$ cat src/logic/cpu_pkg.sv
package cpu_pkg;

    typedef logic [7:0]  byte_t;
    typedef logic [15:0] code_addr_t;
    typedef logic [7:0]  iram_addr_t;

    localparam int IRAM_DEPTH = 256;

    // ~~~~~~~~~~~~~~~~~~~~~~~~~~~~~~
    // opcodes in the standard 8051 encodings
    // ~~~~~~~~~~~~~~~~~~~~~~~~~~~~~~
    typedef enum logic [7:0] {
        OP_NOP         = 8'h00,
        OP_INC_A       = 8'h04,
        OP_DEC_A       = 8'h14,
        OP_ADD_IMM     = 8'h24,
        OP_ADDC_IMM    = 8'h34,
        OP_ORL_IMM     = 8'h44,
        OP_ANL_IMM     = 8'h54,
        OP_XRL_IMM     = 8'h64,
        OP_JZ          = 8'h60,
        OP_JNZ         = 8'h70,
        OP_MOV_A_IMM   = 8'h74,
        OP_SJMP        = 8'h80,
        OP_MOV_DPTR    = 8'h90,   // operand1 is the high byte
        OP_SUBB_IMM    = 8'h94,
        OP_INC_DPTR    = 8'hA3,
        OP_CLR_C       = 8'hC3,
        OP_SETB_C      = 8'hD3,
        OP_MOV_A_DIR   = 8'hE5,
        OP_MOVX_DPTR_A = 8'hF0,
        OP_MOV_DIR_A   = 8'hF5
    } op_t;

    typedef enum logic [3:0] {
        ALU_PASS,   // result is the source byte
        ALU_ADD,
        ALU_ADDC,
        ALU_SUBB,
        ALU_AND,
        ALU_OR,
        ALU_XOR,
        ALU_INC,
        ALU_DEC
    } alu_op_t;

    typedef enum logic [1:0] {
        ST_OPCODE,
        ST_OPER1,
        ST_OPER2,
        ST_EXEC
    } seq_state_t;

    // anything unknown counts as a one byte nop
    function automatic logic [1:0] instr_length(op_t op);
        case (op)
            OP_ADD_IMM, OP_ADDC_IMM, OP_SUBB_IMM,
            OP_ANL_IMM, OP_ORL_IMM, OP_XRL_IMM,
            OP_MOV_A_IMM, OP_MOV_A_DIR, OP_MOV_DIR_A,
            OP_SJMP, OP_JZ, OP_JNZ: instr_length = 2'd2;
            OP_MOV_DPTR:            instr_length = 2'd3;
            default:                instr_length = 2'd1;
        endcase
    endfunction

endpackage

$ cat src/logic/alu.sv
`timescale 1ns/1ps

module alu (
    input  cpu_pkg::alu_op_t sel,
    input  cpu_pkg::byte_t   a,
    input  cpu_pkg::byte_t   b,
    input  logic             carry_in,
    output cpu_pkg::byte_t   result,
    output logic             carry_out
);

    import cpu_pkg::*;

    logic [8:0] wide;   // ninth bit holds the carry or the borrow

    always_comb begin
        wide      = 9'd0;
        result    = b;
        carry_out = carry_in;
        case (sel)
            ALU_ADD: begin
                wide      = {1'b0, a} + {1'b0, b};
                result    = wide[7:0];
                carry_out = wide[8];
            end
            ALU_ADDC: begin
                wide      = {1'b0, a} + {1'b0, b} + {8'd0, carry_in};
                result    = wide[7:0];
                carry_out = wide[8];
            end
            ALU_SUBB: begin
                // wraps below zero, so bit 8 is the borrow
                wide      = {1'b0, a} - {1'b0, b} - {8'd0, carry_in};
                result    = wide[7:0];
                carry_out = wide[8];
            end
            ALU_AND:  result = a & b;
            ALU_OR:   result = a | b;
            ALU_XOR:  result = a ^ b;
            ALU_INC:  result = a + 8'd1;   // inc and dec leave the carry alone
            ALU_DEC:  result = a - 8'd1;
            default:  result = b;
        endcase
    end

endmodule

$ cat src/logic/cpu_top.sv
`timescale 1ns/1ps

module cpu_top #(
    parameter cpu_pkg::code_addr_t RESET_VECTOR = 16'h0000
) (
    input  logic                clk,
    input  logic                rst,

    output logic                rom_en,
    output cpu_pkg::code_addr_t rom_addr,
    input  cpu_pkg::byte_t      rom_data,

    output logic                ram_wr_en,
    output cpu_pkg::code_addr_t ram_wr_addr,
    output cpu_pkg::byte_t      ram_wr_data
);

    import cpu_pkg::*;

    op_t     opcode;
    byte_t   operand1;
    byte_t   operand2;
    logic    exec_en;
    logic    acc_zero;
    byte_t   acc;
    logic    carry;
    byte_t   alu_src;
    alu_op_t alu_sel;
    byte_t   alu_result;
    logic    alu_carry;

    fetch_sequencer #(
        .RESET_VECTOR (RESET_VECTOR)
    ) u_seq (
        .clk      (clk),
        .rst      (rst),
        .acc_zero (acc_zero),
        .rom_data (rom_data),
        .rom_en   (rom_en),
        .rom_addr (rom_addr),
        .opcode   (opcode),
        .operand1 (operand1),
        .operand2 (operand2),
        .exec_en  (exec_en)
    );

    data_path u_dp (
        .clk         (clk),
        .rst         (rst),
        .exec_en     (exec_en),
        .opcode      (opcode),
        .operand1    (operand1),
        .operand2    (operand2),
        .alu_result  (alu_result),
        .alu_carry   (alu_carry),
        .acc         (acc),
        .carry       (carry),
        .alu_src     (alu_src),
        .alu_sel     (alu_sel),
        .acc_zero    (acc_zero),
        .ram_wr_en   (ram_wr_en),
        .ram_wr_addr (ram_wr_addr),
        .ram_wr_data (ram_wr_data)
    );

    alu u_alu (
        .sel       (alu_sel),
        .a         (acc),
        .b         (alu_src),
        .carry_in  (carry),
        .result    (alu_result),
        .carry_out (alu_carry)
    );

endmodule

$ cat src/logic/data_path.sv
`timescale 1ns/1ps

module data_path (
    input  logic                clk,
    input  logic                rst,
    input  logic                exec_en,
    input  cpu_pkg::op_t        opcode,
    input  cpu_pkg::byte_t      operand1,
    input  cpu_pkg::byte_t      operand2,
    input  cpu_pkg::byte_t      alu_result,
    input  logic                alu_carry,
    output cpu_pkg::byte_t      acc,
    output logic                carry,
    output cpu_pkg::byte_t      alu_src,
    output cpu_pkg::alu_op_t    alu_sel,
    output logic                acc_zero,
    output logic                ram_wr_en,
    output cpu_pkg::code_addr_t ram_wr_addr,
    output cpu_pkg::byte_t      ram_wr_data
);

    import cpu_pkg::*;

    byte_t      iram [IRAM_DEPTH];
    iram_addr_t dir_addr;
    code_addr_t dptr;
    logic       acc_write;

    assign dir_addr = operand1;   // direct address byte
    assign alu_src  = (opcode == OP_MOV_A_DIR) ? iram[dir_addr] : operand1;
    assign acc_zero = (acc == 8'h00);

    // ~~~~~~~~~~~~~~~~~~~~~~~~~~~~~~
    // opcode to alu operation
    // ~~~~~~~~~~~~~~~~~~~~~~~~~~~~~~
    always_comb begin
        acc_write = 1'b1;
        case (opcode)
            OP_ADD_IMM:   alu_sel = ALU_ADD;
            OP_ADDC_IMM:  alu_sel = ALU_ADDC;
            OP_SUBB_IMM:  alu_sel = ALU_SUBB;
            OP_ANL_IMM:   alu_sel = ALU_AND;
            OP_ORL_IMM:   alu_sel = ALU_OR;
            OP_XRL_IMM:   alu_sel = ALU_XOR;
            OP_INC_A:     alu_sel = ALU_INC;
            OP_DEC_A:     alu_sel = ALU_DEC;
            OP_MOV_A_IMM,
            OP_MOV_A_DIR: alu_sel = ALU_PASS;
            default: begin
                alu_sel   = ALU_PASS;
                acc_write = 1'b0;
            end
        endcase
    end

    always_ff @(posedge clk or negedge rst) begin
        if (!rst) begin
            acc   <= 8'h00;
            carry <= 1'b0;
            dptr  <= 16'h0000;
        end else if (exec_en) begin
            if (acc_write) begin
                acc   <= alu_result;
                carry <= alu_carry;   // logic ops hand the old carry back
            end
            case (opcode)
                OP_CLR_C:    carry <= 1'b0;
                OP_SETB_C:   carry <= 1'b1;
                OP_MOV_DPTR: dptr  <= {operand1, operand2};
                OP_INC_DPTR: dptr  <= dptr + 16'd1;
                default:     ;
            endcase
        end
    end

    always_ff @(posedge clk) begin
        if (exec_en && (opcode == OP_MOV_DIR_A)) begin
            iram[dir_addr] <= acc;
        end
    end

    // movx write goes out in the execute cycle itself
    assign ram_wr_en   = exec_en && (opcode == OP_MOVX_DPTR_A);
    assign ram_wr_addr = dptr;
    assign ram_wr_data = acc;

endmodule

$ cat src/logic/fetch_sequencer.sv
`timescale 1ns/1ps

module fetch_sequencer #(
    parameter cpu_pkg::code_addr_t RESET_VECTOR = 16'h0000
) (
    input  logic                clk,
    input  logic                rst,
    input  logic                acc_zero,
    input  cpu_pkg::byte_t      rom_data,
    output logic                rom_en,
    output cpu_pkg::code_addr_t rom_addr,
    output cpu_pkg::op_t        opcode,
    output cpu_pkg::byte_t      operand1,
    output cpu_pkg::byte_t      operand2,
    output logic                exec_en
);

    import cpu_pkg::*;

    seq_state_t state;
    seq_state_t state_next;
    code_addr_t pc;          // address of the instruction in flight
    code_addr_t pc_seq;
    code_addr_t pc_next;
    op_t        opcode_q;
    byte_t      operand1_q;
    logic [1:0] length;
    logic       taken;

    // ~~~~~~~~~~~~~~~~~~~~~~~~~~~~~~
    // byte capture
    // ~~~~~~~~~~~~~~~~~~~~~~~~~~~~~~

    // the rom answers one cycle late, so the newest byte is still on rom_data
    assign opcode   = (state == ST_OPER1) ? op_t'(rom_data) : opcode_q;
    assign operand1 = (state == ST_OPER2) ? rom_data : operand1_q;
    assign operand2 = (state == ST_EXEC)  ? rom_data : 8'h00;   // only mov dptr has one

    assign length = instr_length(opcode);

    // the cycle that receives the last byte is the execute cycle
    always_comb begin
        case (state)
            ST_OPER1: exec_en = (length == 2'd1);
            ST_OPER2: exec_en = (length == 2'd2);
            ST_EXEC:  exec_en = 1'b1;
            default:  exec_en = 1'b0;
        endcase
    end

    assign rom_en = !exec_en;

    always_comb begin
        case (state)
            ST_OPER1: rom_addr = pc + 16'd1;
            ST_OPER2: rom_addr = pc + 16'd2;
            default:  rom_addr = pc;
        endcase
    end

    // ~~~~~~~~~~~~~~~~~~~~~~~~~~~~~~
    // branch resolution
    // ~~~~~~~~~~~~~~~~~~~~~~~~~~~~~~

    always_comb begin
        case (opcode)
            OP_SJMP: taken = 1'b1;
            OP_JZ:   taken = acc_zero;
            OP_JNZ:  taken = !acc_zero;
            default: taken = 1'b0;
        endcase
    end

    assign pc_seq  = pc + {14'd0, length};
    assign pc_next = taken ? pc_seq + {{8{operand1[7]}}, operand1} : pc_seq;

    always_comb begin
        case (state)
            ST_OPCODE: state_next = ST_OPER1;
            ST_OPER1:  state_next = exec_en ? ST_OPCODE : ST_OPER2;
            ST_OPER2:  state_next = exec_en ? ST_OPCODE : ST_EXEC;
            default:   state_next = ST_OPCODE;
        endcase
    end

    always_ff @(posedge clk or negedge rst) begin
        if (!rst) begin
            state    <= ST_OPCODE;
            pc       <= RESET_VECTOR;
            opcode_q <= OP_NOP;
        end else begin
            state <= state_next;
            if (exec_en) begin
                pc <= pc_next;
            end
            if (state == ST_OPER1) begin
                opcode_q <= opcode;
            end
        end
    end

    always_ff @(posedge clk) begin
        if (state == ST_OPER2) begin
            operand1_q <= rom_data;   // kept for the third byte cycle
        end
    end

endmodule

$ cat config.mk
export PLATFORM = sky130hd
export DESIGN_NAME = cpu_top
export DESIGN_NICKNAME = d
export VERILOG_FILES = /design/src/logic/cpu_pkg.sv /design/src/logic/alu.sv /design/src/logic/cpu_top.sv /design/src/logic/data_path.sv /design/src/logic/fetch_sequencer.sv
export SDC_FILE = /design/constraint.sdc
export NUM_CORES = 2
export LEC_CHECK = 0
export ABC_AREA = 1
export BUFFER_PORTS_ARGS = -buffer_cell sky130_fd_sc_hd__buf_4
export CAP_MARGIN = 10
export CORE_MARGIN = 2
export CORE_UTILIZATION = 64
export CTS_BUF_LIST = sky130_fd_sc_hd__clkbuf_16
export CTS_CLUSTER_SIZE = 25
export DETAILED_ROUTE_END_ITERATION = 10
export PLACE_DENSITY = 0.79
export SYNTH_ARGS = -nofsm -noshare
export SYNTH_HDL_FRONTEND = slang
export SYNTH_SLANG_ARGS = --single-unit
export TNS_END_PERCENT = 1
$ cat constraint.sdc
create_clock -name clk -period 7.4 [get_ports clk]
set_clock_uncertainty 0.15 [all_clocks]
set_input_delay 1.48 -clock clk [delete_from_list [all_inputs] [get_ports clk]]
set_output_delay 1.48 -clock clk [all_outputs]
set_load 0.01 [all_outputs]
==> results.py <==
metrics = {
    "setup_path": {
        "max_stage_delay_ns": 0.46,
        "cp-end-kind": "flip-flop",
        "r2r-end": "u_dp.carry$_DFFE_PN0P_",
        "arrival_ns": 7.66,
        "crit_required_ns": 7.97,
        "crit_start": "u_seq.state[0]$_DFF_PN0_",
        "setup.worst_path.end": "u_dp.carry$_DFFE_PN0P_",
        "r2r_start": "u_seq.state[0]$_DFF_PN0_",
        "path_class": "flip-flop to flip-flop",
        "crit_top_cell": "nand2_1",
        "rr_worst_depth": 35,
        "critPathSlowestCell": "fa_1",
        "r2r_slack_ns": 0.31,
        "startpoint_type": "flip-flop",
        "cp_max_fo": 47,
    },
    "die": {
        "fp.dieH_um": 386,
        "dieArea_um2": 149000,
        "pin_count": 52,
        "initial_core_util_pct": 64.3,
        "rows": 140,
        "die_x_um": 386,
        "core_um2": 145000,
    },
    "placed_design": {
        "dp_slack_ns": -0.134,
        "gp_congestion": 0.939,
        "dp.cells": 11249,
        "hpwl_um": 170000,
        "port_buffers": 51,
    },
    "detailed_routing": {
        "viasPerCell": 5.98,
        "num_vias": 69612,
        "antenna_left": 0,
        "firstDrtPassIters": 6,
        "drc_errors": 0,
        "wl_um": 274000,
        "drtIter0Drc": 10047,
        "wire_per_inst_um": 23.6,
    },
    "sta": {
        "setup-violations-final": 0,
        "hold_viol": 0,
        "drv_slew": 0,
        "rsz0062_at_grt": "no",
        "max_freq_mhz": 141,
        "relSlewSlack_pct": 10.2,
        "layout_setup_ws_ns": 0.308,
        "period_minus_slack_ns": 7.09,
        "tightest_slew_ns": 1.34,
        "period_share_pct": 95.8,
    },
    "yosys": {
        "synth-seq-cells": 2107,
        "synth_seq_area_share_pct": 67.4,
        "yosysWarnings": 0,
        "synth_cell_type_count": 50,
        "syn_area_um2": 93400,
        "synthCells": 9371,
        "yosys-top-cells-area": "edfxtp_1, nand2_1, inv_1",
        "synth_top_cell_area_share_pct": 65.8,
        "syn_area_per_cell_um2": 9.97,
        "syn_nets": 9452,
        "yosys.area.top_type": "edfxtp_1",
    },
    "run": {
        "maxCapViolCount": 0,
    },
    "cts": {
        "clkTransAtPathRegs_ns": 0.07,
        "insertion_delay_ns": 0.87,
        "cts_tree": "done",
        "cts_sinks": 2107,
        "cts-htree-levels": 4,
        "cts-root-buf": "clkbuf_16",
        "clockBufferDepth": 3,
        "numCtsBuffers": 202,
        "post_cts_buffers": 0,
    },
    "grt": {
        "grt_pass1_wl_um": 406000,
        "grt_max_degree": 192,
        "antenna_found_initial": 11,
        "overflow": 0,
        "grt.total_usage_pct": 36.9,
        "grt_pass1_vias": 65963,
    },
    "worst_hold_path": {
        "hold_path.class": "flip-flop to flip-flop",
    },
    "run_status": {
        "outcome": "finished clean",
    },
    "power_and_ir_drop": {
        "cellLeakagePower_nw": 43.6,
        "p_per_area_nw_per_um2": 425,
        "ir_worst_vdd_uv": 350,
    },
    "final_layout": {
        "final_common_cell": "nand2_1",
        "final_cells": 11643,
        "mostFrequentLayoutCells": "nand2_1, edfxtp_1, inv_1",
        "fin_nets": 9642,
        "drive_gt1_share_pct": 8.09,
        "area_growth_pct": 11.4,
    },
}
stage by stage:
step | util, % | hold slack, ns | area (um2) | TNS (ns) | power (W)
floorplan | - | 0.303 | 93400 | 0 | 0.0261
global placement | 67.3 | 0.319 | 97700 | -0.144 | 0.0337
detailed placement | 67.3 | 0.334 | 97800 | -0.243 | 0.0340
CTS | 71.5 | 0.349 | 104000 | 0 | 0.0436
global route | 71.6 | 0.374 | 104000 | 0 | 0.0460
finish | 71.6 | 0.349 | 104000 | 0 | 0.0442
worst min-delay path by stage:
stage	from	end	slack, ns	cells after the start
after global placement	u_seq.pc[15]$_DFFE_PN0P_	u_seq.pc[15]$_DFFE_PN0P_	0.32	2
after floorplan	u_seq.pc[15]$_DFFE_PN0P_	u_seq.pc[15]$_DFFE_PN0P_	0.30	2
after detailed placement	u_seq.opcode_q[3]$_DFFE_PN0P_	u_seq.opcode_q[3]$_DFFE_PN0P_	0.33	2
after CTS	u_seq.opcode_q[3]$_DFFE_PN0P_	u_seq.opcode_q[3]$_DFFE_PN0P_	0.35	2
after global routing	u_seq.pc[15]$_DFFE_PN0P_	u_seq.pc[15]$_DFFE_PN0P_	0.37	2
final	u_seq.opcode_q[3]$_DFFE_PN0P_	u_seq.opcode_q[3]$_DFFE_PN0P_	0.35	2
critical path: cells and delay by family (launching register included):
family                     cells  cell delay, ns
DFF                            1            0.40
and+or+nand+nor               20            2.66
adders and majority gates      4            1.44
AOI/OAI and AO/OA              5            1.20
buffers and inverters          6            1.10
sequential cells by signal, indices dropped and copies added, names as in the netlist:
name              flops
u_dp.iram          2048
u_dp.carry            1
u_seq.pc             16
u_dp.ram_wr_addr     16
u_seq.state           2
u_seq.opcode_q        8
u_seq.operand1_q      8
u_dp.acc              8
synth_stat cells, drive strengths merged:
cell type	count
clkbuf	307
nor3b	1
o21bai	3
ha	65
nor3	138
a221oi	2
edfxtp	2048
inv	1083
o41ai	3
o31ai	5
o21ai	791
nor4	9
dfrtp	51
nand3	286
nand4	21
fa	6
a31oi	4
dfxtp	8
a21oi	56
a21o	2
xor2	35
nand3b	29
o2111ai	2
and2	1
o311ai	1
o211ai	4
xnor2	11
o21a	1
nor2	827
a211oi	1
a21boi	2
or2	52
buf	138
o22ai	11
a22oi	3
o221ai	4
nand2	3353
clkinv	7
power by group:
part           total (W)  switching, W  internal, W
Sequential        0.0150      0.000400       0.0146
Clock            0.00964       0.00447      0.00516
Combinational     0.0196        0.0145      0.00508
cell type report:
class,instances,area (um2)
Antenna cell,10,25.0
Clock buffer,204,5100
Clock inverter,155,970
Fill cell,9800,41200
Inverter,1090,4090
Multi-Input combinational cell,5729,24800
Sequential cell,2107,63000
Tap cell,1917,2400
Timing Repair Buffer,431,3730
logic make-up after synthesis:
kind of cell | after synthesis | share of synthesized area (%)
AND/OR/NAND/NOR | 4717 | 20.0
adder cells (fa/ha/maj) | 71 | 0.999
AO/OA/AOI/OAI | 895 | 4.93
XOR/XNOR | 46 | 0.431
buffers and inverters | 1535 | 6.29
flip-flops | 2107 | 67.4
metal layers:
| layer | part of all wire, % | track usage (%) | vias to the layer above |
|---|---|---|---|
| met5 | 0.087 | 0.747 | - |
| met4 | 6.2 | 20.3 | 19 |
| met3 | 13 | 9.04 | 957 |
| met2 | 45 | 55.8 | 4969 |
| met1 | 36 | 49.3 | 32818 |
| li1 | - | - | 30849 |
timing repair:
| item | CTS | global route |
|---|---|---|
| endpoints found under the setup margin | 0 | 5 |
| hold buffers | 0 | 0 |
| gates resized for setup | 0 | 8 |
No activity file was read; power rests on OpenSTA's default activity.
